===== src/dtlb_pkg.sv =====
/*
  dtlb shared definitions
  sizes, field widths and typedefs for the data TLB and its testbench.
  replacement ages start at the way number, so way k begins at age k
  (INIT_AGE_OF_WAY); age 0 is most recently used, age WAYS-1 is the victim.
*/
package dtlb_pkg;

  localparam int WAYS       = 4;
  localparam int SETS       = 16;
  localparam int READ_PORTS = 2;

  // field widths
  localparam int SET_BITS  = 4;
  localparam int TAG_BITS  = 16;
  localparam int VPN_BITS  = SET_BITS + TAG_BITS;
  localparam int ASID_BITS = 8;
  localparam int PPN_BITS  = 20;
  localparam int PERM_BITS = 4;
  localparam int WAY_BITS  = 2;
  localparam int AGE_BITS  = 2;

  // vpn: set index in the low bits, tag above it
  typedef logic [VPN_BITS-1:0]  vpn_t;
  typedef logic [SET_BITS-1:0]  set_t;
  typedef logic [TAG_BITS-1:0]  tag_t;
  typedef logic [ASID_BITS-1:0] asid_t;
  typedef logic [PPN_BITS-1:0]  ppn_t;
  typedef logic [PERM_BITS-1:0] perm_t;
  typedef logic [WAY_BITS-1:0]  way_t;
  typedef logic [AGE_BITS-1:0]  age_t;

  // starting age per way, loaded by the init sweep
  localparam age_t [WAYS-1:0] INIT_AGE_OF_WAY = {2'd3, 2'd2, 2'd1, 2'd0};

  typedef enum logic {
    INIT,
    RUN
  } ctrl_state_t;

endpackage


===== src/dtlb_hit_select.sv =====
/*
  dtlb_hit_select
  merges the way hits of one lookup port into a registered response.
  the lowest hitting way supplies ppn and perm; a miss returns zeros.
*/
`timescale 1ns/10ps
module dtlb_hit_select (
  input  logic                                  clk,
  input  logic                                  rst,
  input  logic                                  ready,
  input  logic                                  lookup_en,
  input  logic            [dtlb_pkg::WAYS-1:0]  way_hit,
  input  dtlb_pkg::ppn_t  [dtlb_pkg::WAYS-1:0]  way_ppn,
  input  dtlb_pkg::perm_t [dtlb_pkg::WAYS-1:0]  way_perm,
  output logic                                  comb_hit,
  output dtlb_pkg::way_t                        comb_way,
  output logic                                  resp_valid,
  output logic                                  resp_hit,
  output dtlb_pkg::way_t                        resp_way,
  output dtlb_pkg::ppn_t                        resp_ppn,
  output dtlb_pkg::perm_t                       resp_perm
);

  dtlb_pkg::ppn_t  sel_ppn;
  dtlb_pkg::perm_t sel_perm;

  // priority encode, lowest way first
  always_comb begin
    comb_way = '0;
    sel_ppn  = '0;
    sel_perm = '0;
    for (int w = dtlb_pkg::WAYS-1; w >= 0; w--) begin
      if (way_hit[w]) begin
        comb_way = dtlb_pkg::way_t'(w);
        sel_ppn  = way_ppn[w];
        sel_perm = way_perm[w];
      end
    end
  end

  assign comb_hit = ready & lookup_en & (|way_hit);

  always_ff @(posedge clk) begin
    if (rst) begin
      resp_valid <= 1'b0;
      resp_hit   <= 1'b0;
    end else begin
      resp_valid <= ready & lookup_en;
      resp_hit   <= comb_hit;
    end
  end

  // payload zero unless a qualified hit
  always_ff @(posedge clk) begin
    resp_way  <= comb_hit ? comb_way : '0;
    resp_ppn  <= comb_hit ? sel_ppn : '0;
    resp_perm <= comb_hit ? sel_perm : '0;
  end

endmodule


===== config.mk =====
export PLATFORM = sky130hd
export DESIGN_NAME = dtlb_hit_select
export DESIGN_NICKNAME = d
export VERILOG_FILES = /design/src/dtlb_pkg.sv /design/src/dtlb_hit_select.sv
export SDC_FILE = /design/constraint.sdc
export NUM_CORES = 1
export LEC_CHECK = 0
export ABC_CLOCK_PERIOD_IN_PS = 4500
export BUFFER_PORTS_ARGS = -buffer_cell sky130_fd_sc_hd__clkbuf_2
export CAP_MARGIN = 20
export CORE_ASPECT_RATIO = 1.4
export CORE_UTILIZATION = 35
export DETAILED_ROUTE_END_ITERATION = 10
export PLACE_DENSITY = 0.88
export SLEW_MARGIN = 15
export SYNTH_ARGS = -nofsm -noshare
export SYNTH_HDL_FRONTEND = slang
export SYNTH_SLANG_ARGS = --single-unit

===== constraint.sdc =====
create_clock -name clk -period 4.5 [get_ports clk]
set_input_delay 0.9 -clock clk [delete_from_list [all_inputs] [get_ports clk]]
set_output_delay 0.9 -clock clk [all_outputs]
set_load 0.02 [all_outputs]

; ---- Word level (Yosys, flattened, before mapping)
; Cells that the tools add are included.
[totals]
reg_bits = 28
inputBits = 104
out_inout_bits = 31
wordCells = 20
[classes]
n_mux = 12
n_bitwise = 2
n_reduce_logical = 1
[op_table]
columns = cell, count
row1 = $mux W20, 4
row2 = $mux W4, 4
row3 = $mux W2, 4
row4 = $reduce_or A4 Y1, 1
row5 = $and A1 B1 Y1, 2

; ---- Logic depth before layout (Yosys ltp)
; Gate-level depths: netlist of the first run.
[depth]
ltp_word = 4
depth_mapped = 5
depth_no_buf = 3

; ---- Least setup slack after synthesis of the first run
; Ideal clock, no wire load.
[synth_path]
kind = input -> output
startpoint = input way_hit[0] in the netlist's numbering
endpoint = output comb_hit
arrival_ps = 1887
t_required_ps = 3600
path_slack_ps = 1713
cell_stages = 5
path_buffers = 2
path_cell_list = or2_1 > buf_6 > o311ai_4 > buf_6 > inv_1
[synth_via]
elab_chain_len = 2
[synth_rtl]
columns = element, line_no
row1 = start: declaration, dtlb_hit_select.sv:12  ; input logic [dtlb_pkg::WAYS-1:0] way_hit,
row2 = $reduce_or A4 Y1, dtlb_hit_select.sv:41  ; assign comb_hit = ready & lookup_en & (|way_hit);
row3 = $and A1 B1 Y1, dtlb_hit_select.sv:41
row4 = end: declaration, dtlb_hit_select.sv:15  ; output logic comb_hit,
; Every way passes these cells.

; ---- Worst setup path after layout of the first run
[layout_path]
startpoint = input way_hit[2] in the netlist's numbering
endpoint = output comb_hit
; Same word-level chain as after synthesis.

==> run_results.csv, run 1 <==
group,metric,value,unit
setup_path,path_cells,"clkbuf_2 -> o311ai_4 -> buf_4 -> inv_1 -> clkbuf_2",
setup_path,critical_path.top_delay_family,"buffers and inverters",
power,power.density,285,mW/mm^2
min_path,hold_depth,2,
sta,period_minus_slack,3.09,ns
floorplan,die-area,0.00376,mm^2
setup_path,cp-end-kind,"output port",
place,dp.cells,293,
min_path,hold_start,"rst",
logic_synthesis,syn_area,0.00123,mm^2
logic_synthesis,synthTopCellsByArea,"dfxtp_1 46%, a221oi_1 16%, o22ai_1 12%, nor3_1 10%, buf_6 2.7%",
clocking,path_clk_slew,0.09,ns
route,ant_nets,0,
clocking,cts_inserted_buffers,3,
floorplan,ios,135,
clocking,cts.sinks,28,
sta,hold_violations,0,
logic_synthesis,ys_seq_elements,28,
setup_path,worstSetupPathType,"in2out",
cells_and_area,syn_to_final_growth,57.9,%
floorplan,start_util,0.364,
floorplan,die_height,72.1,um
place,pre_cts_slack,1.42,ns
min_path,whs_endpoint,"resp_valid",
sta,worst_slack,1.41,ns
setup_path,critPathArrivalTime,2.19,ns
power,p_leak,0.990,nW
logic_synthesis,synth-async-reset-ratio,0,
logic_synthesis,synth_area_per_cell,9.32,um^2
clocking,cts_tree,"done",
logic_synthesis,synth.largest_area_cell,"dfxtp_1",
route,via_per_inst,5.37,
sta,finalMaxSlewViolations,0,
floorplan,die_w,52.1,um
setup_path,cpPeakStageDelay,0.37,ns
run,drv_cap,0,
sta,tns,0,ns
clocking,ctsResizeCount,0,
global_routing,grt.total_usage,0.216,
logic_synthesis,seq_area_frac_synth,0.456,
logic_synthesis,synth_edf_count,0,
place,io_buffers,134,
floorplan,row_count,25,
route,drc,0,
logic_synthesis,synth_top_flop_cell,"dfxtp_1",
setup_path,crit_buf_inv,4,
place,post-dp-hpwl,3.15,mm
clocking,post_cts_buffers,0,
sta,rsz0062_at_grt,"false",
logic_synthesis,synth_nets,236,
floorplan,core,0.00338,mm^2
global_routing,grt-ovfl-total,0,
route,routed_wl,4.11,mm
route,drt_iter0_drc,36,
global_routing,grt_pass1_vias,1540,
clocking,cts_root_buf,"clkbuf_8",
sta,fmax,0.324,GHz
min_path,min_path_type,"in2reg",
cells_and_area,fin_nets,362,
setup_path,critPathSlowestCell,"o311ai_4",
route,drtPass1Iterations,4,
logic_synthesis,synthCells,132,
global_routing,antenna_found_initial,0,
sta,holdWs,0.788,ns
clocking,cts-hold-fix-buffers,0,
sta,fin_crit_sh,0.686,
logic_synthesis,synthDistinctLibCells,18,
power,ir_drop,171,uV
logic_synthesis,synth_top_area_frac,0.456,
logic_synthesis,yosys_warnings,0,
global_routing,grt_start_max_net_pins,30,
setup_path,cp.required,3.60,ns
setup_path,crit_fanout,29,
logic_synthesis,synth_common_cells,"28 x dfxtp_1, 25 x nor3_1, 24 x o22ai_1",
clocking,clockBufferDepth,2,
sta,tightest_slew,0.917,ns
place,place.gp.congestion,0.701,
route,wl_per_cell,13.8,um
clocking,cts_htree_levels,1,
run_status,status,"complete, no violations",
sta,slew_headroom,0.389,
setup_path,worst_setup_path_start_kind,"input pin",
cells_and_area,final_layout_size_suffix_gt1_frac,0.556,
global_routing,grt_pass1_wl,6.30,mm
cells_and_area,diodes,0,
setup_path,crit_path_frequent_cell,"clkbuf_2",
sta,finalSetupViolations,0,
cells_and_area,instances_no_fill,297,
logic_synthesis,post-synth-top-count-cell,"dfxtp_1",
route,vias,1594,
## per-layer routing
layer / track usage / wire (um)
met5: 0 / 0
met4: 0.0841 / 53
met3: 0.0273 / 317
met2: 0.432 / 2360
met1: 0.213 / 1380
## power breakdown
| group | internal [mW] | switching, mW | leakage, nW | total, mW |
|---|---|---|---|---|
| Clock | 0.0783 | 0.0772 | 0.0288 | 0.156 |
| Combinational | 0.0626 | 0.0719 | 0.731 | 0.134 |
| Sequential | 0.260 | 0.00293 | 0.230 | 0.263 |
## area by class of cell
type                    count  area, um^2
clock buffers               4        55.1
inverters                   2        7.51
multi-input cells          86         576
well taps                  40        50.0
repair buffers            137         693
flip-flops and latches     28         561
fillers                   330        1440
## registers in the layout, indices dropped and copies added, names as in the netlist
| register | count |
|---|---|
| resp_ppn | 20 |
| resp_perm | 4 |
| resp_way | 2 |
| resp_hit | 1 |
| resp_valid | 1 |
## cell usage in the layout (no fill, tap or decap), types with 2 or more instances in the layout
master	Yosys	final
clkbuf_2	0	134
dfxtp_1	28	28
nor3_1	25	25
o22ai_1	24	24
a221oi_1	23	23
nor2_1	5	5
clkbuf_8	0	4
buf_4	0	3
inv_1	2	2
## metrics by stage
| step | instance area [um^2] | total power [mW] | utilization |
|---|---|---|---|
| final | 1940 | 0.553 | 0.575 |
| after floorplan | 1230 | 0.338 | - |
| after detailed placement | 1890 | 0.404 | 0.559 |
| after CTS | 1940 | 0.558 | 0.575 |
| after global routing | 1940 | 0.582 | 0.575 |
| after global placement | 1890 | 0.401 | 0.559 |
## worst max path at each step
stage | startpoint | to | slack [ns] | cells past startpoint
after floorplan | way_hit[0] | comb_hit | 1.71 | 5
after global placement | way_hit[2] | comb_hit | 1.45 | 5
after detailed placement | way_hit[2] | comb_hit | 1.42 | 5
after CTS | way_hit[2] | comb_hit | 1.41 | 5
after global routing | way_hit[2] | comb_hit | 1.32 | 5
final | way_hit[2] | comb_hit | 1.41 | 5
## logic make-up after synthesis
family | Yosys count | share of synthesized area
compound gates | 51 | 0.325
simple gates | 35 | 0.141
flops | 28 | 0.456
buf+inv | 18 | 0.0783
Power figures use the tool's default switching activity.
==> run 2: changes to the inputs <==
- ABC_CLOCK_PERIOD_IN_PS: 4500 -> 2600
- CORE_UTILIZATION: 35 -> 30
- PLACE_DENSITY: 0.88 -> 0.81
- clock period: 4.5 -> 2.6 ns (I/O delays scaled with it)
==> run 2 against run 1 <==
Sequential power is 74% higher. Utilization shrank 7.8 points. Cell area is 0.26% higher. Clock power grew 47%. Wire length increased by 6.6%. Clock-buffer cell count is 1 lower. Critical path depth is the same. Critical endpoint unchanged. Highest routed layer unchanged.
==> run_results.csv, run 2 (same netlist as run 1, synthesis figures left out) <==
group,metric,value,unit
run_status,status,"complete, no violations",
floorplan,start_util,0.314,
setup_path,crit_fanout,13,
global_routing,grt_start_max_net_pins,26,
power,power.density,475,mW/mm^2
clocking,path_clk_slew,0.09,ns
route,via_per_inst,5.38,
cells_and_area,final_layout_size_suffix_gt1_frac,0.558,
setup_path,path_cells,"clkbuf_2 -> or2_1 -> o311ai_4 -> inv_1 -> clkbuf_2",
sta,tightest_slew,0.759,ns
global_routing,grt_pass1_wl,6.89,mm
cells_and_area,syn_to_final_growth,58.3,%
sta,finalMaxSlewViolations,0,
setup_path,crit_buf_inv,3,
place,pre_cts_slack,0.499,ns
route,drt_iter0_drc,28,
setup_path,worstSetupPathType,"in2out",
floorplan,core,0.00392,mm^2
cells_and_area,fin_nets,364,
floorplan,die_height,77.8,um
sta,finalSetupViolations,0,
cells_and_area,nFillCells,373,
route,drtPass1Iterations,4,
setup_path,cp-end-kind,"output port",
setup_path,cpPeakStageDelay,0.43,ns
global_routing,grt.total_usage,0.197,
cells_and_area,largest_reg_flops,20,
floorplan,die-area,0.00436,mm^2
global_routing,grt_pass1_vias,1534,
route,vias,1620,
cells_and_area,final_common_cell,"clkbuf_2",
clocking,cts_htree_levels,1,
clocking,post_cts_buffers,0,
setup_path,cp.required,2.08,ns
min_path,min_path_type,"in2reg",
place,io_buffers,134,
clocking,cts_root_buf,"clkbuf_8",
floorplan,row_count,27,
global_routing,antenna_found_initial,0,
sta,worst_slack,0.483,ns
run,drv_cap,0,
setup_path,critPathArrivalTime,1.60,ns
global_routing,grt-ovfl-total,0,
clocking,cts.sinks,28,
route,drc,0,
clocking,ctsResizeCount,0,
cells_and_area,regMostFlops,"resp_ppn",
sta,fmax,0.472,GHz
power,p_leak,0.992,nW
setup_path,crit_path_frequent_cell,"clkbuf_2",
sta,hold_violations,0,
sta,tns,0,ns
sta,rsz0062_at_grt,"false",
sta,fin_crit_sh,0.814,
route,ant_nets,0,
floorplan,ios,135,
sta,period_minus_slack,2.12,ns
place,post-dp-hpwl,3.37,mm
sta,slew_headroom,0.493,
place,place.gp.congestion,0.811,
clocking,cts-hold-fix-buffers,0,
clocking,clockBufferDepth,2,
setup_path,worst_setup_path_start_kind,"input pin",
power,ir_drop,242,uV
cells_and_area,top_regs,"resp_ppn (20), resp_perm (4), resp_way (2)",
cells_and_area,mostFrequentLayoutCells,"134 x clkbuf_2, 28 x dfxtp_1, 25 x nor3_1",
route,routed_wl,4.38,mm
floorplan,die_w,56.1,um
setup_path,critical_path.top_delay_family,"simple AND/OR/NAND/NOR gates",
route,wl_per_cell,14.6,um
cells_and_area,diodes,0,
setup_path,critPathSlowestCell,"or2_1",
sta,holdWs,0.418,ns
clocking,cts_tree,"done",
clocking,cts_inserted_buffers,3,
## run 2: final timing paths
check                   from          to  slack [ns]  depth (start not counted)
hold / removal           rst  resp_valid        0.42                          2
setup / recovery  way_hit[0]    comb_hit        0.48                          5
## run 2: per-stage QoR
step           area [um^2]  power, mW  instances   util
5_1_grt               1950      0.971        301  0.497
6_report              1950      0.925        301  0.497
2_1_floorplan         1230      0.585        132      -
4_1_cts               1950      0.938        301  0.497
3_3_place_gp          1910      0.700        298  0.486
3_5_place_dp          1910      0.706        298  0.486
## run 2: area by class of cell
class | instances | area [um^2] | share of cell area
Clock buffer | 3 | 41.3 | 0.0212
Inverter | 2 | 7.51 | 0.00386
Multi-Input combinational cell | 86 | 576 | 0.296
Sequential cell | 28 | 561 | 0.288
Tap cell | 43 | 53.8 | 0.0276
Timing Repair Buffer | 139 | 708 | 0.364
## run 2: where the power goes
part,internal (mW),switching [mW]
combinational,0.110,0.127
sequential,0.451,0.00573
clock,0.104,0.127
## run 2: layer usage
| layer | up-vias | global-route usage | share of wire |
|---|---|---|---|
| li1 | 784 | - | - |
| met1 | 749 | 0.201 | 0.36 |
| met2 | 81 | 0.408 | 0.57 |
| met3 | 6 | 0.0133 | 0.054 |
| met4 | 0 | 0.0610 | 0.012 |
| met5 | - | 0 | 0 |
==> run 3: changes to the inputs <==
- ABC_CLOCK_PERIOD_IN_PS: 2600 -> 2100
- CORE_UTILIZATION: 30 -> 34
- PLACE_DENSITY: 0.81 -> 0.86
- clock period: 2.6 -> 2.1 ns (I/O delays scaled with it)
==> run 3 against run 2 <==
Die area shrank 11%. Utilization rose by 8.9 points. Worst setup slack got worse by 0.16 ns. Clock power increased by 88%. Combinational power up 25%. Non-clock buffer count grew 3. Critical endpoint unchanged.
==> run_results.csv, run 3 (same netlist as run 1, synthesis figures left out) <==
group,metric,value,unit
cells_and_area,largest_reg_flops,20,
cells_and_area,syn_to_final_growth,62.3,%
floorplan,ios,135,
clocking,cts_tree,"done",
setup_path,critPathLaunch,"way_hit[0]",
min_path,min_path_type,"in2reg",
clocking,cts_inserted_buffers,3,
sta,tns,0,ns
global_routing,grt_pass1_wl,6.51,mm
route,drt_iter0_drc,25,
sta,tightest_slew,0.364,ns
route,wl_per_cell,14.7,um
setup_path,cp-end-kind,"output port",
cells_and_area,final_common_cell,"clkbuf_2",
place,dp.cells,298,
sta,rsz0062_at_grt,"false",
route,routed_wl,4.43,mm
power,p_leak,1.02,nW
min_path,hold_start,"rst",
setup_path,worst_setup_path_start_kind,"input pin",
floorplan,die_height,73.2,um
clocking,path_clk_slew,0.10,ns
clocking,cts_root_buf,"clkbuf_8",
sta,slew_headroom,0.757,
sta,hold_violations,0,
floorplan,start_util,0.361,
clocking,post_cts_buffers,0,
place,io_buffers,134,
route,drtPass1Iterations,4,
clocking,clockBufferDepth,2,
power,ir_drop,401,uV
cells_and_area,diodes,0,
power,power.density,649,mW/mm^2
global_routing,antenna_found_initial,0,
run,drv_cap,0,
cells_and_area,fin_nets,367,
floorplan,die-area,0.00387,mm^2
route,via_per_inst,5.43,
clocking,cts.sinks,28,
sta,fmax,0.564,GHz
floorplan,row_count,25,
place,post-dp-hpwl,3.46,mm
run_status,status,"complete, no violations",
global_routing,use_met3,0.0375,
cells_and_area,fin_util,0.585,
global_routing,grt.total_usage,0.224,
global_routing,grt-ovfl-total,0,
setup_path,critPathArrivalTime,1.35,ns
setup_path,crit_fanout,6,
place,place.gp.congestion,0.771,
sta,finalMaxSlewViolations,0,
setup_path,cp.required,1.68,ns
route,ant_nets,0,
cells_and_area,final_layout_size_suffix_gt1_frac,0.565,
setup_path,worstSetupPathType,"in2out",
clocking,cts-hold-fix-buffers,0,
clocking,ctsResizeCount,0,
sta,fin_crit_sh,0.844,
cells_and_area,mostFrequentLayoutCells,"134 x clkbuf_2, 28 x dfxtp_1, 25 x nor3_1",
cells_and_area,regMostFlops,"resp_ppn",
global_routing,grt-busiest-layer,"met2",
clocking,cts_htree_levels,1,
route,vias,1641,
sta,period_minus_slack,1.77,ns
global_routing,grt_start_max_net_pins,26,
cells_and_area,top_regs,"resp_ppn (20), resp_perm (4), resp_way (2)",
route,drc,0,
floorplan,die_w,52.8,um
global_routing,use_met2,0.449,
setup_path,endpoint,"comb_hit",
global_routing,grt_pass1_vias,1597,
floorplan,core,0.00341,mm^2
cells_and_area,instances_no_fill,302,
global_routing,met1_usage,0.223,
sta,finalSetupViolations,0,
==> run 3: cell count changes in the layout (fill, tap and decap cells not counted), sizes merged <==
cell | before | now
buf | 5 | 8
bufinv | 0 | 1
==> run 3: power by group <==
group / switching (mW) / internal, mW / total, mW / leakage (nW)
clock: 0.177 / 0.255 / 0.432 / 0.0357
combinational: 0.157 / 0.140 / 0.297 / 0.754
sequential: 0.00694 / 0.558 / 0.565 / 0.230
total: 0.341 / 0.954 / 1.29 / 1.02
==> run 3: per-layer routing <==
metal  vias up  part of all wire
met2        85              0.56
met5         -                 0
met3         8             0.059
li1        794                 -
met4         0             0.012
met1       754              0.37
==> run 3: critical path, cell delays in order <==
cell and delay [ns]:
clkbuf_2 0.11, or2_1 0.32, o311ai_4 0.27, inv_1 0.07, clkbuf_2 0.16
==> run 3: stage by stage <==
step           hold slack (ns)  power [mW]  cell area, um^2  setup WS (ns)
4_1_cts                  0.313        1.30             2000          0.329
2_1_floorplan            0.498       0.725             1230          0.273
3_5_place_dp             0.611       0.876             1920          0.333
5_1_grt                  0.327        1.35             2000          0.278
6_report                 0.312        1.29             2000          0.328
3_3_place_gp             0.602       0.869             1920          0.357
==> run 3: worst min-delay path by stage <==
stage                  endpoint  slack [ns]  depth (start not counted)
finish               resp_valid        0.31                          2
global route         resp_valid        0.33                          2
CTS                  resp_valid        0.31                          2
detailed placement   resp_valid        0.61                          2
global placement     resp_valid        0.60                          2
floorplan           resp_way[0]        0.50                          1
==> run 3: final cells by class <==
cell class	count	area, um^2
inverters	2	7.51
clock buffers	3	41.3
flip-flops and latches	28	561
clock inverters	1	30.0
well taps	40	50.0
fillers	346	1410
multi-input cells	86	576
repair buffers	142	731
