File: config.mk
export PLATFORM = sky130hd
export DESIGN_NAME = dtlb_way
export DESIGN_NICKNAME = d
export VERILOG_FILES = /design/src/dtlb_pkg.sv /design/src/dtlb_way.sv
export SDC_FILE = /design/constraint.sdc
export NUM_CORES = 1
export LEC_CHECK = 0
export ABC_CLOCK_PERIOD_IN_PS = 4810
export BUFFER_PORTS_ARGS = -buffer_cell sky130_fd_sc_hd__buf_4
export CORE_MARGIN = 2
export CORE_UTILIZATION = 43
export CTS_CLUSTER_DIAMETER = 150
export CTS_CLUSTER_SIZE = 28
export DETAILED_ROUTE_END_ITERATION = 8
export GPL_ROUTABILITY_DRIVEN = 0
export SYNTH_ARGS = -nofsm -noshare
export SYNTH_HDL_FRONTEND = slang
export SYNTH_SLANG_ARGS = --single-unit
export TNS_END_PERCENT = 100
File: constraint.sdc
create_clock -name clk -period 4.81 [get_ports clk]
set_input_delay 0.481 -clock clk [delete_from_list [all_inputs] [get_ports clk]]
set_output_delay 0.481 -clock clk [all_outputs]
set_load 0.01 [all_outputs]
File: src/dtlb_pkg.sv
/*
  dtlb shared definitions
  sizes, field widths and typedefs for the data TLB and its testbench.
  replacement ages start at the way number, so way k begins at age k
  (INIT_AGE_OF_WAY); age 0 is most recently used, age WAYS-1 is the victim.
*/
package dtlb_pkg;

  localparam int WAYS       = 4;
  localparam int SETS       = 16;
  localparam int READ_PORTS = 2;

  // field widths
  localparam int SET_BITS  = 4;
  localparam int TAG_BITS  = 16;
  localparam int VPN_BITS  = SET_BITS + TAG_BITS;
  localparam int ASID_BITS = 8;
  localparam int PPN_BITS  = 20;
  localparam int PERM_BITS = 4;
  localparam int WAY_BITS  = 2;
  localparam int AGE_BITS  = 2;

  // vpn: set index in the low bits, tag above it
  typedef logic [VPN_BITS-1:0]  vpn_t;
  typedef logic [SET_BITS-1:0]  set_t;
  typedef logic [TAG_BITS-1:0]  tag_t;
  typedef logic [ASID_BITS-1:0] asid_t;
  typedef logic [PPN_BITS-1:0]  ppn_t;
  typedef logic [PERM_BITS-1:0] perm_t;
  typedef logic [WAY_BITS-1:0]  way_t;
  typedef logic [AGE_BITS-1:0]  age_t;

  // starting age per way, loaded by the init sweep
  localparam age_t [WAYS-1:0] INIT_AGE_OF_WAY = {2'd3, 2'd2, 2'd1, 2'd0};

  typedef enum logic {
    INIT,
    RUN
  } ctrl_state_t;

endpackage

File: src/dtlb_way.sv
/*
  dtlb_way
  entry storage for one way of the TLB, one entry per set.
  compares every lookup port and the maintenance address against the
  entry of the indexed set; writes a new or an invalid entry on wr_en.
*/
`timescale 1ns/10ps
module dtlb_way (
  input  logic                                              clk,
  input  logic                                              wr_en,
  input  dtlb_pkg::set_t                                    wr_set,
  input  logic                                              wr_clear,
  input  dtlb_pkg::tag_t                                    wr_tag,
  input  dtlb_pkg::asid_t                                   wr_asid,
  input  logic                                              wr_global,
  input  dtlb_pkg::ppn_t                                    wr_ppn,
  input  dtlb_pkg::perm_t                                   wr_perm,
  input  dtlb_pkg::vpn_t  [dtlb_pkg::READ_PORTS-1:0]        lookup_vpn,
  input  dtlb_pkg::asid_t [dtlb_pkg::READ_PORTS-1:0]        lookup_asid,
  input  dtlb_pkg::vpn_t                                    maint_vpn,
  input  dtlb_pkg::asid_t                                   maint_asid,
  output logic            [dtlb_pkg::READ_PORTS-1:0]        hit,
  output dtlb_pkg::ppn_t  [dtlb_pkg::READ_PORTS-1:0]        hit_ppn,
  output dtlb_pkg::perm_t [dtlb_pkg::READ_PORTS-1:0]        hit_perm,
  output logic                                              maint_hit
);

  logic            valid_q  [dtlb_pkg::SETS];
  logic            global_q [dtlb_pkg::SETS];
  dtlb_pkg::asid_t asid_q   [dtlb_pkg::SETS];
  dtlb_pkg::tag_t  tag_q    [dtlb_pkg::SETS];
  dtlb_pkg::ppn_t  ppn_q    [dtlb_pkg::SETS];
  dtlb_pkg::perm_t perm_q   [dtlb_pkg::SETS];

  dtlb_pkg::set_t  mt_set;
  dtlb_pkg::tag_t  mt_tag;

  // valid, same tag, and global or same asid
  function automatic logic entry_hit(
    input logic            e_valid,
    input logic            e_global,
    input dtlb_pkg::asid_t e_asid,
    input dtlb_pkg::tag_t  e_tag,
    input dtlb_pkg::tag_t  a_tag,
    input dtlb_pkg::asid_t a_asid
  );
    return e_valid && (e_tag == a_tag) && (e_global || (e_asid == a_asid));
  endfunction

  always_ff @(posedge clk) begin
    if (wr_en) begin
      valid_q[wr_set]  <= ~wr_clear;
      global_q[wr_set] <= wr_global;
      asid_q[wr_set]   <= wr_asid;
      tag_q[wr_set]    <= wr_tag;
      ppn_q[wr_set]    <= wr_ppn;
      perm_q[wr_set]   <= wr_perm;
    end
  end

  for (genvar p = 0; p < dtlb_pkg::READ_PORTS; p++) begin : g_port
    dtlb_pkg::set_t rd_set;
    dtlb_pkg::tag_t rd_tag;

    assign rd_set = lookup_vpn[p][dtlb_pkg::SET_BITS-1:0];
    assign rd_tag = lookup_vpn[p][dtlb_pkg::VPN_BITS-1:dtlb_pkg::SET_BITS];

    assign hit[p] = entry_hit(valid_q[rd_set], global_q[rd_set], asid_q[rd_set],
                              tag_q[rd_set], rd_tag, lookup_asid[p]);
    // raw payload, zeroed on a miss further down
    assign hit_ppn[p]  = ppn_q[rd_set];
    assign hit_perm[p] = perm_q[rd_set];
  end

  // fill or invalidate address
  assign mt_set = maint_vpn[dtlb_pkg::SET_BITS-1:0];
  assign mt_tag = maint_vpn[dtlb_pkg::VPN_BITS-1:dtlb_pkg::SET_BITS];

  assign maint_hit = entry_hit(valid_q[mt_set], global_q[mt_set], asid_q[mt_set],
                               tag_q[mt_set], mt_tag, maint_asid);

endmodule

* Yosys cells after proc, flatten, opt, wreduce, memory -nomap -nowiden *
Memories as Yosys holds them, arrays and structs flattened.
Cells that the tools add are included.

cells by class
  add/sub/neg operators = 0
  multiply operators = 0
  div/mod/pow operators = 0
  $lt $le $gt $ge = 0
  equal/unequal tests = 6
  shifts and indexed selects = 0
  multiplexer cells = 2
  bitwise gates (word level) = 1
  reduce and logical (&&, ||, !) cells = 9

operator list
  kind                  count
  equality test 16 bit  3
  equality test 8 bit   3
  logical AND 1 bit     6
  logical OR 1 bit      3
  2-to-1 mux 1 bit      2
  inverter 1 bit        1

storage, ports and cells
  bits in registers = 0
  bits in latches = 0
  bits in writable memories = 800
  memory bits (read-only) = 0
  input port bits = 140
  logic and storage cells = 24
  memories kept = 6

memory list
  memory    depth  width  read ports  clocked after Yosys merged registers in  write ports  RTL line        RTL
  ppn_q     16     20     2           0                                        1            dtlb_way.sv:32  dtlb_pkg::ppn_t ppn_q [dtlb_pkg::SETS];
  tag_q     16     16     3           0                                        1            dtlb_way.sv:31  dtlb_pkg::tag_t tag_q [dtlb_pkg::SETS];
  asid_q    16     8      3           0                                        1            dtlb_way.sv:30  dtlb_pkg::asid_t asid_q [dtlb_pkg::SETS];
  perm_q    16     4      2           0                                        1            dtlb_way.sv:33  dtlb_pkg::perm_t perm_q [dtlb_pkg::SETS];
  global_q  16     1      3           0                                        1            dtlb_way.sv:29  logic global_q [dtlb_pkg::SETS];
  valid_q   16     1      3           0                                        1            dtlb_way.sv:28  logic valid_q [dtlb_pkg::SETS];

* Logic depth before layout (Yosys ltp) *
Gate-level depths: netlist (run 1).
An unclocked memory read counts as a cell.

  word-level depth = 4
  gate-level depth with buffers = 12
  depth with buffers taken out = 7

* Least setup slack after synthesis (run 1) *
OpenSTA, ideal clock, no wires.

  path kind = input-to-reg
  from = input port wr_set[3]
  to = memory asid_q[0][0] (netlist bit) (enable)
  arrival time = 4.406 ns
  slack = -0.116 ns
  stages on the path = 2
  path through = or3b_2 -> nor3_1

RTL lines
  item                RTL line        RTL
  start: declaration  dtlb_way.sv:11  input dtlb_pkg::set_t wr_set,
  end: declaration    dtlb_way.sv:30

No word-level cell before the write port.

* Worst setup path after layout (run 1) *
  from = input port maint_vpn[2]
  to = output port maint_hit

between the ends
  word-level cells in the longest chain between the ends = 4
  elaborated cells on any way between the ends = 9
  classes of those cells = eq/ne: 2; reduce/logical: 3; memory: 4

ends and longest elaborated chain
  item                                                         RTL line        RTL
  start: declaration                                           dtlb_way.sv:20  input dtlb_pkg::vpn_t maint_vpn,
  memory (16 x 16 bit) or memory (16 x 8 bit) (tied branches)  -
  equality test 16 bit or equality test 8 bit (tied branches)  dtlb_way.sv:47  return e_valid && (e_tag == a_tag) && (e_global || (e_asid == a_asid));
  logical AND 1 bit or logical OR 1 bit (tied branches)        dtlb_way.sv:47
  logical AND 1 bit *                                          dtlb_way.sv:47
  end: declaration                                             dtlb_way.sv:25  output logic maint_hit

Every way passes the cells marked *; elsewhere a longest branch is shown, timed or not.

==> metrics.cfg, run 1 <==
[cts]
clk_pin_slew_ps = 120
cts_root_buf = clkbuf_16
holdBufCountCts = 0
cts_made_buffers = 34
clockBufferDepth = 3
cts_tree = done
htreeDepth = 2
cts.sink_count = 800
postCtsSetupBuffers = 0
cts-resized-gates = 0

[outcome]
status = complete, no violations

[min_path]
hold_path_depth = 1
hp-start = wr_tag[10]
whs_endpoint = tag_q[1][10]$_DFFE_PP_
hold_class = in2reg

[die]
ios = 191
die_height_microns = 312
die_area_sq_mm = 0.0972
row_count = 112
die_x_microns = 312
initial_core_util_pct = 43.5
core_sq_mm = 0.0936

[global_routing]
overflow = 0
grt_max_degree = 106
track_usage_pct = 24.6
grt_pass1_vias = 23500
grt_pass1_wl_microns = 173000
antenna_found_initial = 5

[job]
max_cap_viol_count = 0

[routing]
routed_wl_microns = 119000
avgRoutedWirePerCell_microns = 35.4
drc = 0
viasPerCell = 6.68
first_pass_iters = 5
drt_iter0_markers = 2506
ant_nets = 0
vias = 22500

[worst_setup_path]
cp.arrival_ps = 4270
start_kind = input pin
cp-end-kind = primary output
worstPathRequired_ps = 4330
critPathKind = in2out
path_max_fanout = 39

[logic_synthesis]
synth_area_leaders = edfxtp_1 59%, mux4_2 30%, mux2i_1 2.7%
postSynth.asyncResetShare_pct = 0
ys_ff_latch = 800
ys_warn_count = 0
synth_top_area_cell = edfxtp_1
ys_seq_area_share_pct = 59.0
synth_top_area_share_pct = 59.0
synth_ff_type = edfxtp_1
avgSynthCellArea_sq_um = 20.7
syn_inst = 1972
netlist_area_sq_mm = 0.0407
ys_types = 60
syn_nets = 2112
synth_edf_count = 800

[sta]
setup_viol = 0
fmax_mhz = 210
rsz0062_at_grt = no
post-route-min-period_ps = 4750
worstMarginPinSlew_ps = 1400
relSlewSlack_pct = 6.48
slew_viol_final = 0
min_period_over_period_pct = 98.8
final.setup.tns_ps = 0
final_hold_viol_count = 0

[final_layout]
drive_gt1_share_pct = 41.8
nFillCells = 7751
multi_input_area_sq_mm = 0.0160
nNetsFinal = 2255
fin_util_pct = 47.9
area_growth_pct = 10.1
seq_area_sq_mm = 0.0240

[power_and_ir_drop]
combPwrFrac_pct = 14.2
powerDensity_mw_per_mm2 = 294
p_leak_nw = 14.0
switching_share_pct = 24.0
pwr-share-seq_pct = 59.7
irDropWorstVdd_mv = 0.225
power.switching_mw = 3.16
p_int_mw = 10.0
clockPowerShare_pct = 26.1

[placed_design]
io_buffers = 190
place_hpwl_microns = 70900

==> sequential cells by signal, summed over array words and instances (netlist names) <==
register and flops:
perm_q 64, ppn_q 320, asid_q 128, valid_q 16, global_q 16, tag_q 256
==> cells by family after synthesis <==
group / synth area share, %
multiplexers: 33.2
buffers and inverters: 2.07
AO/OA/AOI/OAI: 2.08
flip-flops: 59.0
AND/OR/NAND/NOR: 1.47
XOR/XNOR: 2.15
==> through the flow <==
stage          worst slack (ps)  cells  total power [mW]  hold WS (ps)  area (sq um)
5_1_grt                    11.8   3371              13.6           167         44800
4_1_cts                    11.9   3370              13.3           137         44800
3_5_place_dp               15.5   3333              9.93           777         43900
3_3_place_gp               15.8   3333              9.90           770         43900
6_report                   58.3   3372              13.2           158         44800
2_1_floorplan               185   1972              9.18           580         40700
==> per-layer routing <==
metal	track usage, %	share of wire [%]	vias to the layer above
li1	-	-	8943
met1	33.3	40	12400
met2	42.8	52	1002
met3	2.90	6.0	156
met4	5.76	2.4	6
met5	0	0.032	-
==> worst max-delay path by stage <==
| stage | startpoint | to | slack [ps] | cells after the start |
|---|---|---|---|---|
| floorplan | wr_set[3] | asid_q[4][0]$_DFFE_PP_ | 190 | 2 |
| global placement | maint_vpn[2] | maint_hit | 20 | 10 |
| detailed placement | maint_vpn[2] | maint_hit | 20 | 10 |
| CTS | maint_vpn[2] | maint_hit | 10 | 10 |
| global route | maint_vpn[2] | maint_hit | 10 | 10 |
| finish | maint_vpn[2] | maint_hit | 60 | 10 |
==> cells in the mapped netlist (all sizes together), types with 2 or more instances <==
cell / instances
or2: 2
xnor2: 58
inv: 6
a2bb2oi: 2
o22ai: 13
a41oi: 2
clkbuf: 33
and3: 2
nand2: 27
xor2: 42
nor4: 5
a221oi: 6
a2111oi: 3
buf: 119
a211oi: 10
a31oi: 3
nor3: 11
nand3b: 2
o21ai: 18
nand3: 6
o22a: 3
nor2: 30
mux4: 542
nor2b: 11
nand4: 9
mux2: 22
a22oi: 14
edfxtp: 800
a21oi: 23
o221ai: 7
a211o: 2
o41ai: 3
mux2i: 108
nand2b: 9
==> cell usage in the layout (no fill, tap or decap), types with 9 or more instances in the layout <==
| cell type | instances |
|---|---|
| edfxtp_1 | 800 |
| mux4_2 | 542 |
| buf_4 | 224 |
| mux2i_1 | 108 |
| xnor2_1 | 58 |
| xor2_1 | 42 |
| clkbuf_16 | 35 |
| buf_12 | 28 |
| nand2_1 | 27 |
| a21oi_1 | 23 |
| mux2_2 | 22 |
| nor2_1 | 17 |
| a22oi_1 | 14 |
| o22ai_1 | 13 |
| nor2_4 | 12 |
| nor2b_1 | 11 |
| o21ai_0 | 11 |
| a211oi_1 | 10 |
| nand2b_1 | 9 |
| nand4_1 | 9 |
==> critical path, stage by stage <==
cell and delay (ps):
buf_4 400, buf_12 350, buf_4 260, mux4_2 320
mux2_2 290, a21oi_1 390, xnor2_1 250, nor4_1 910
o2111a_1 420, buf_4 160
==> power by group through the flow <==
stage / Combinational [mW] / Clock [mW] / Sequential (mW)
global route: 1.98 / 3.74 / 7.90
CTS: 1.89 / 3.54 / 7.88
global placement: 1.87 / 0 / 8.03
finish: 1.87 / 3.44 / 7.88
floorplan: 1.16 / 0 / 8.02
detailed placement: 1.89 / 0 / 8.04
==> area by class of cell <==
type | instances | area share (%)
Antenna cell | 2 | 0.0112
Clock buffer | 35 | 1.95
Clock inverter | 2 | 0.0558
Inverter | 7 | 0.0586
Multi-Input combinational cell | 1013 | 35.6
Sequential cell | 800 | 53.6
Tap cell | 1254 | 3.50
Timing Repair Buffer | 259 | 5.21
Power figures use the tool's default switching activity.
==> run 2, diff against run 1 <==
Settings changed: ABC_CLOCK_PERIOD_IN_PS 4810 to unset.
Clock period 4.81 ns to 4.35 ns, I/O delays scaled along.
==> run 2 against run 1 <==
  * Clock power is 9.9% higher
  * Sequential share of layout area is 0.19 points lower
  * Total power is 10% higher
  * Design area is 0.36% higher
  * Sequential power is 11% higher
  * Sequential cell count stayed put
  * Core utilization is 0.17 points higher
  * Die area stayed put
==> metrics.cfg, run 2 (same netlist as run 1, synthesis figures left out) <==
[outcome]
status = complete, no violations

[routing]
avgRoutedWirePerCell_microns = 34.8
ant_nets = 0
first_pass_iters = 6
routed_wl_microns = 118000
drt_iter0_markers = 2605
viasPerCell = 6.62
drc = 0
met3_length_microns = 7940
vias = 22400
wl_met2_microns = 58600
dr.max_layer_used = met5
wl_met1_microns = 47500

[min_path]
hold_class = in2reg

[cts]
cts_root_buf = clkbuf_16
cts_tree = done
cts_made_buffers = 34
cts.sink_count = 800
postCtsSetupBuffers = 0
htreeDepth = 2
holdBufCountCts = 0
cts-resized-gates = 0
clk_pin_slew_ps = 110
clockBufferDepth = 3

[worst_setup_path]
crit_path_frequent_cell = buf_4
slowest_stage = mux4_2
worstPathRequired_ps = 3910
cp-end-kind = primary output
critPathBufInv = 5
crit_family = buffers and inverters
path_max_fanout = 20
crit_chain = buf_8 -> buf_12 -> buf_4 -> mux4_2 -> mux2i_1 -> mux2i_1 -> xor2_1 -> nor4_1 -> nand4_1 -> nor4_1 -> buf_4 -> buf_4
cp.arrival_ps = 3670
start_kind = input pin
critPathKind = in2out
critPathMaxStageDelay_ps = 530

[final_layout]
drive_gt1_share_pct = 42.2
finalNonFillerCells = 3390
top_register = ppn_q
nFillCells = 7766
final_common_cell = edfxtp_1
fin_util_pct = 48.1
reg.largest.list = ppn_q: 320 flops, tag_q: 256 flops, asid_q: 128 flops
fin_area_sq_mm = 0.0450
area_growth_pct = 10.5
final_cell_mix = 800 x edfxtp_1, 542 x mux4_2, 240 x buf_4, 108 x mux2i_1, 58 x xnor2_1
nNetsFinal = 2272
largest_register_ffs = 320

[placed_design]
io_buffers = 190
place_area_sq_mm = 0.0441
place_hpwl_microns = 72300
dp_cells = 3350
dp_slack_ps = 273

[global_routing]
grt_pass1_wl_microns = 170000
track_usage_pct = 24.2
grt_max_degree = 101
overflow = 0
antenna_found_initial = 5
grt_pass1_vias = 23500

[die]
die_x_microns = 312
row_count = 112
die_height_microns = 312
ios = 191
die_area_sq_mm = 0.0972
initial_core_util_pct = 43.5
core_sq_mm = 0.0936

[sta]
setup_viol = 0
finalWorstSetupSlack_ps = 241
timing.hold.ws_ps = 124
slew_viol_final = 0
final_hold_viol_count = 0
relSlewSlack_pct = 17.5
min_period_over_period_pct = 94.5
fmax_mhz = 243
worstMarginPinSlew_ps = 1230
post-route-min-period_ps = 4110
final.setup.tns_ps = 0
rsz0062_at_grt = no

[power_and_ir_drop]
powerDensity_mw_per_mm2 = 324
total_power_mw = 14.6
p_leak_nw = 14.1
irDropWorstVdd_mv = 0.207

[job]
max_cap_viol_count = 0

==> run 2: cell count changes in the layout (fill, tap and decap cells not counted) <==
cell     change
buf_4       +16
nor3_2       -3
nor3_4       +3
buf_12       +1
diode_2      +1
==> run 2: layer usage <==
metal,vias up,GRT usage (%)
met5,-,0
met2,1020,40.4
met4,8,7.27
li1,8973,-
met1,12200,33.4
met3,200,3.43
==> run 2: layout make-up <==
type                       count  area, sq um  area share [%]
clock inverter                 2         25.0          0.0556
antenna                        3         7.51          0.0167
inverter                       7         26.3          0.0584
sequential                   800        24000            53.4
multi-input combinational   1013        16000            35.5
timing repair buffer         276         2470            5.50
tap                         1254         1570            3.49
clock buffer                  35          876            1.95
==> run 2: where the power goes <==
group | internal [mW] | switching, mW
combinational | 0.994 | 1.07
clock | 1.47 | 2.31
sequential | 8.63 | 0.0815
total | 11.1 | 3.46
==> run 2: path summary, 6_finish.rpt <==
path | start | to | slack [ps] | depth (start not counted)
hold / removal | wr_ppn[3] | ppn_q[9][3]$_DFFE_PP_ | 120 | 1
setup / recovery | lookup_vpn[20] | hit[1] | 240 | 12
==> run 3, diff against run 2 <==
Settings changed: GPL_TIMING_DRIVEN set to 0.
==> run 3 against run 2 <==
  * The flow now finishes with violations (setup timing)
  * Total power grew 2.4%
  * Cell count increased by 3.3%
  * Combinational power up 12%
  * Clock-buffer cell count unchanged
  * Global-route usage up 5.6 points
  * Clock power up 2%
  * Hold slack got worse by 6.8 ps
  * Die area did not move
  * Design area increased by 2.9%
  * Via count is 9.0% higher
  * Critical path type unchanged
  * Largest cell class unchanged
  * Largest power group unchanged
==> metrics.cfg, run 3 (same netlist as run 1, synthesis figures left out) <==
[global_routing]
grt_pass1_vias = 24700
grt_max_degree = 29
grt_pass1_wl_microns = 199000
overflow = 0
antenna_found_initial = 8
track_usage_pct = 29.8

[routing]
viasPerCell = 6.99
vias = 24500
ant_nets = 0
drt_iter0_markers = 4013
routed_wl_microns = 145000
drc = 0
first_pass_iters = 5
avgRoutedWirePerCell_microns = 41.4

[sta]
final_hold_viol_count = 0
fmax_mhz = 227
post-route-min-period_ps = 4410
min_period_over_period_pct = 101
finalWorstSetupSlack_ps = -64.4
rsz0062_at_grt = no
slew_viol_final = 0
relSlewSlack_pct = 7.42
worstMarginPinSlew_ps = 1390
setup_viol = 2

[worst_setup_path]
critPathKind = in2out
worstPathRequired_ps = 3910
cp-end-kind = primary output
cp.arrival_ps = 3980
path_max_fanout = 10
start_kind = input pin

[cts]
postCtsSetupBuffers = 0
htreeDepth = 2
cts_made_buffers = 34
cts.sink_count = 800
clk_pin_slew_ps = 110
holdBufCountCts = 0
cts_tree = done
clockBufferDepth = 3
cts_root_buf = clkbuf_16

[final_layout]
largest_register_ffs = 320
fin_area_sq_mm = 0.0463
area_growth_pct = 13.7
final_common_cell = edfxtp_1
top_register = ppn_q
reg.largest.list = ppn_q: 320 flops, tag_q: 256 flops, asid_q: 128 flops
drive_gt1_share_pct = 45.3
final_cell_mix = 800 x edfxtp_1, 542 x mux4_2, 212 x buf_4, 106 x mux2i_1, 58 x xnor2_1
fin_util_pct = 49.5
nNetsFinal = 2385

[die]
die_x_microns = 312
initial_core_util_pct = 43.5
die_area_sq_mm = 0.0972
die_height_microns = 312
ios = 191
core_sq_mm = 0.0936
row_count = 112

[power_and_ir_drop]
p_leak_nw = 14.7
powerDensity_mw_per_mm2 = 322
total_power_mw = 14.9
irDropWorstVdd_mv = 0.270

[min_path]
hold_class = in2reg

[job]
max_cap_viol_count = 0

[placed_design]
io_buffers = 181
place_area_sq_mm = 0.0451
place_hpwl_microns = 103000

[outcome]
failed_checks = setup timing
status = finished with violations

[run 3: cell types whose count changed in the layout (fill, tap and decap cells not counted), moves of 13 or more]
cell	change
clkbuf_2	+28
buf_2	+47
clkdlybuf4s15_2	+15
buf_4	-28
buf_16	+28
buf_6	+13
[run 3: cell type report]
type	count	area (sq um)
diodes	3	7.51
plain buffers	152	1060
well taps	1254	1570
fillers	7657	47300
inverters	7	26.3
flip-flops and latches	800	24000
multi-input cells	1013	16100
clock buffers	35	876
clock inverters	2	25.0
repair buffers	237	2660
[run 3: worst paths after layout]
path / slack [ps] / end / cells after the start / from
max: -60 / hit[1] / 9 / lookup_vpn[23]
min: 120 / asid_q[0][7]$_DFFE_PP_ / 1 / wr_asid[7]
[run 3: power breakdown]
| group | internal [mW] | total, mW | switching, mW |
|---|---|---|---|
| clock | 1.47 | 3.87 | 2.40 |
| combinational | 1.03 | 2.32 | 1.29 |
| sequential | 8.63 | 8.72 | 0.0824 |
[run 3: stage by stage]
step | setup WS [ps] | std cells | setup TNS (ps) | hold WS [ps]
after floorplan | 827 | 1972 | 0 | 534
after global placement | -3210 | 3407 | -2267760 | 721
after detailed placement | -1170 | 3463 | -37900 | 731
after CTS | 8.56 | 3500 | 0 | 90.0
after global routing | 11.2 | 3502 | 0 | 118
final | -64.4 | 3503 | -95.4 | 117
[run 3: worst max-delay path: stages]
cell and delay, ps:
buf_2 330, buf_2 590, buf_2 610, clkbuf_2 460
a21oi_1 140, xnor2_1 330, a41oi_1 350, nor4_4 520
buf_4 200
[run 3: layer usage]
layer  share of wire, %  wire [microns]  GRT usage (%)
met2                 49           71800           49.7
met1                 36           52400           39.1
met4                4.8            7030           12.6
met3                9.5           13800           4.59
met5              0.047              68              0
[run 3: what timing repair did]
action                                  4_1_cts  5_1_grt
pin swaps                                     1        0
endpoints found under the setup margin       51        9
gates cloned                                  0        0
resized for setup                           110       17
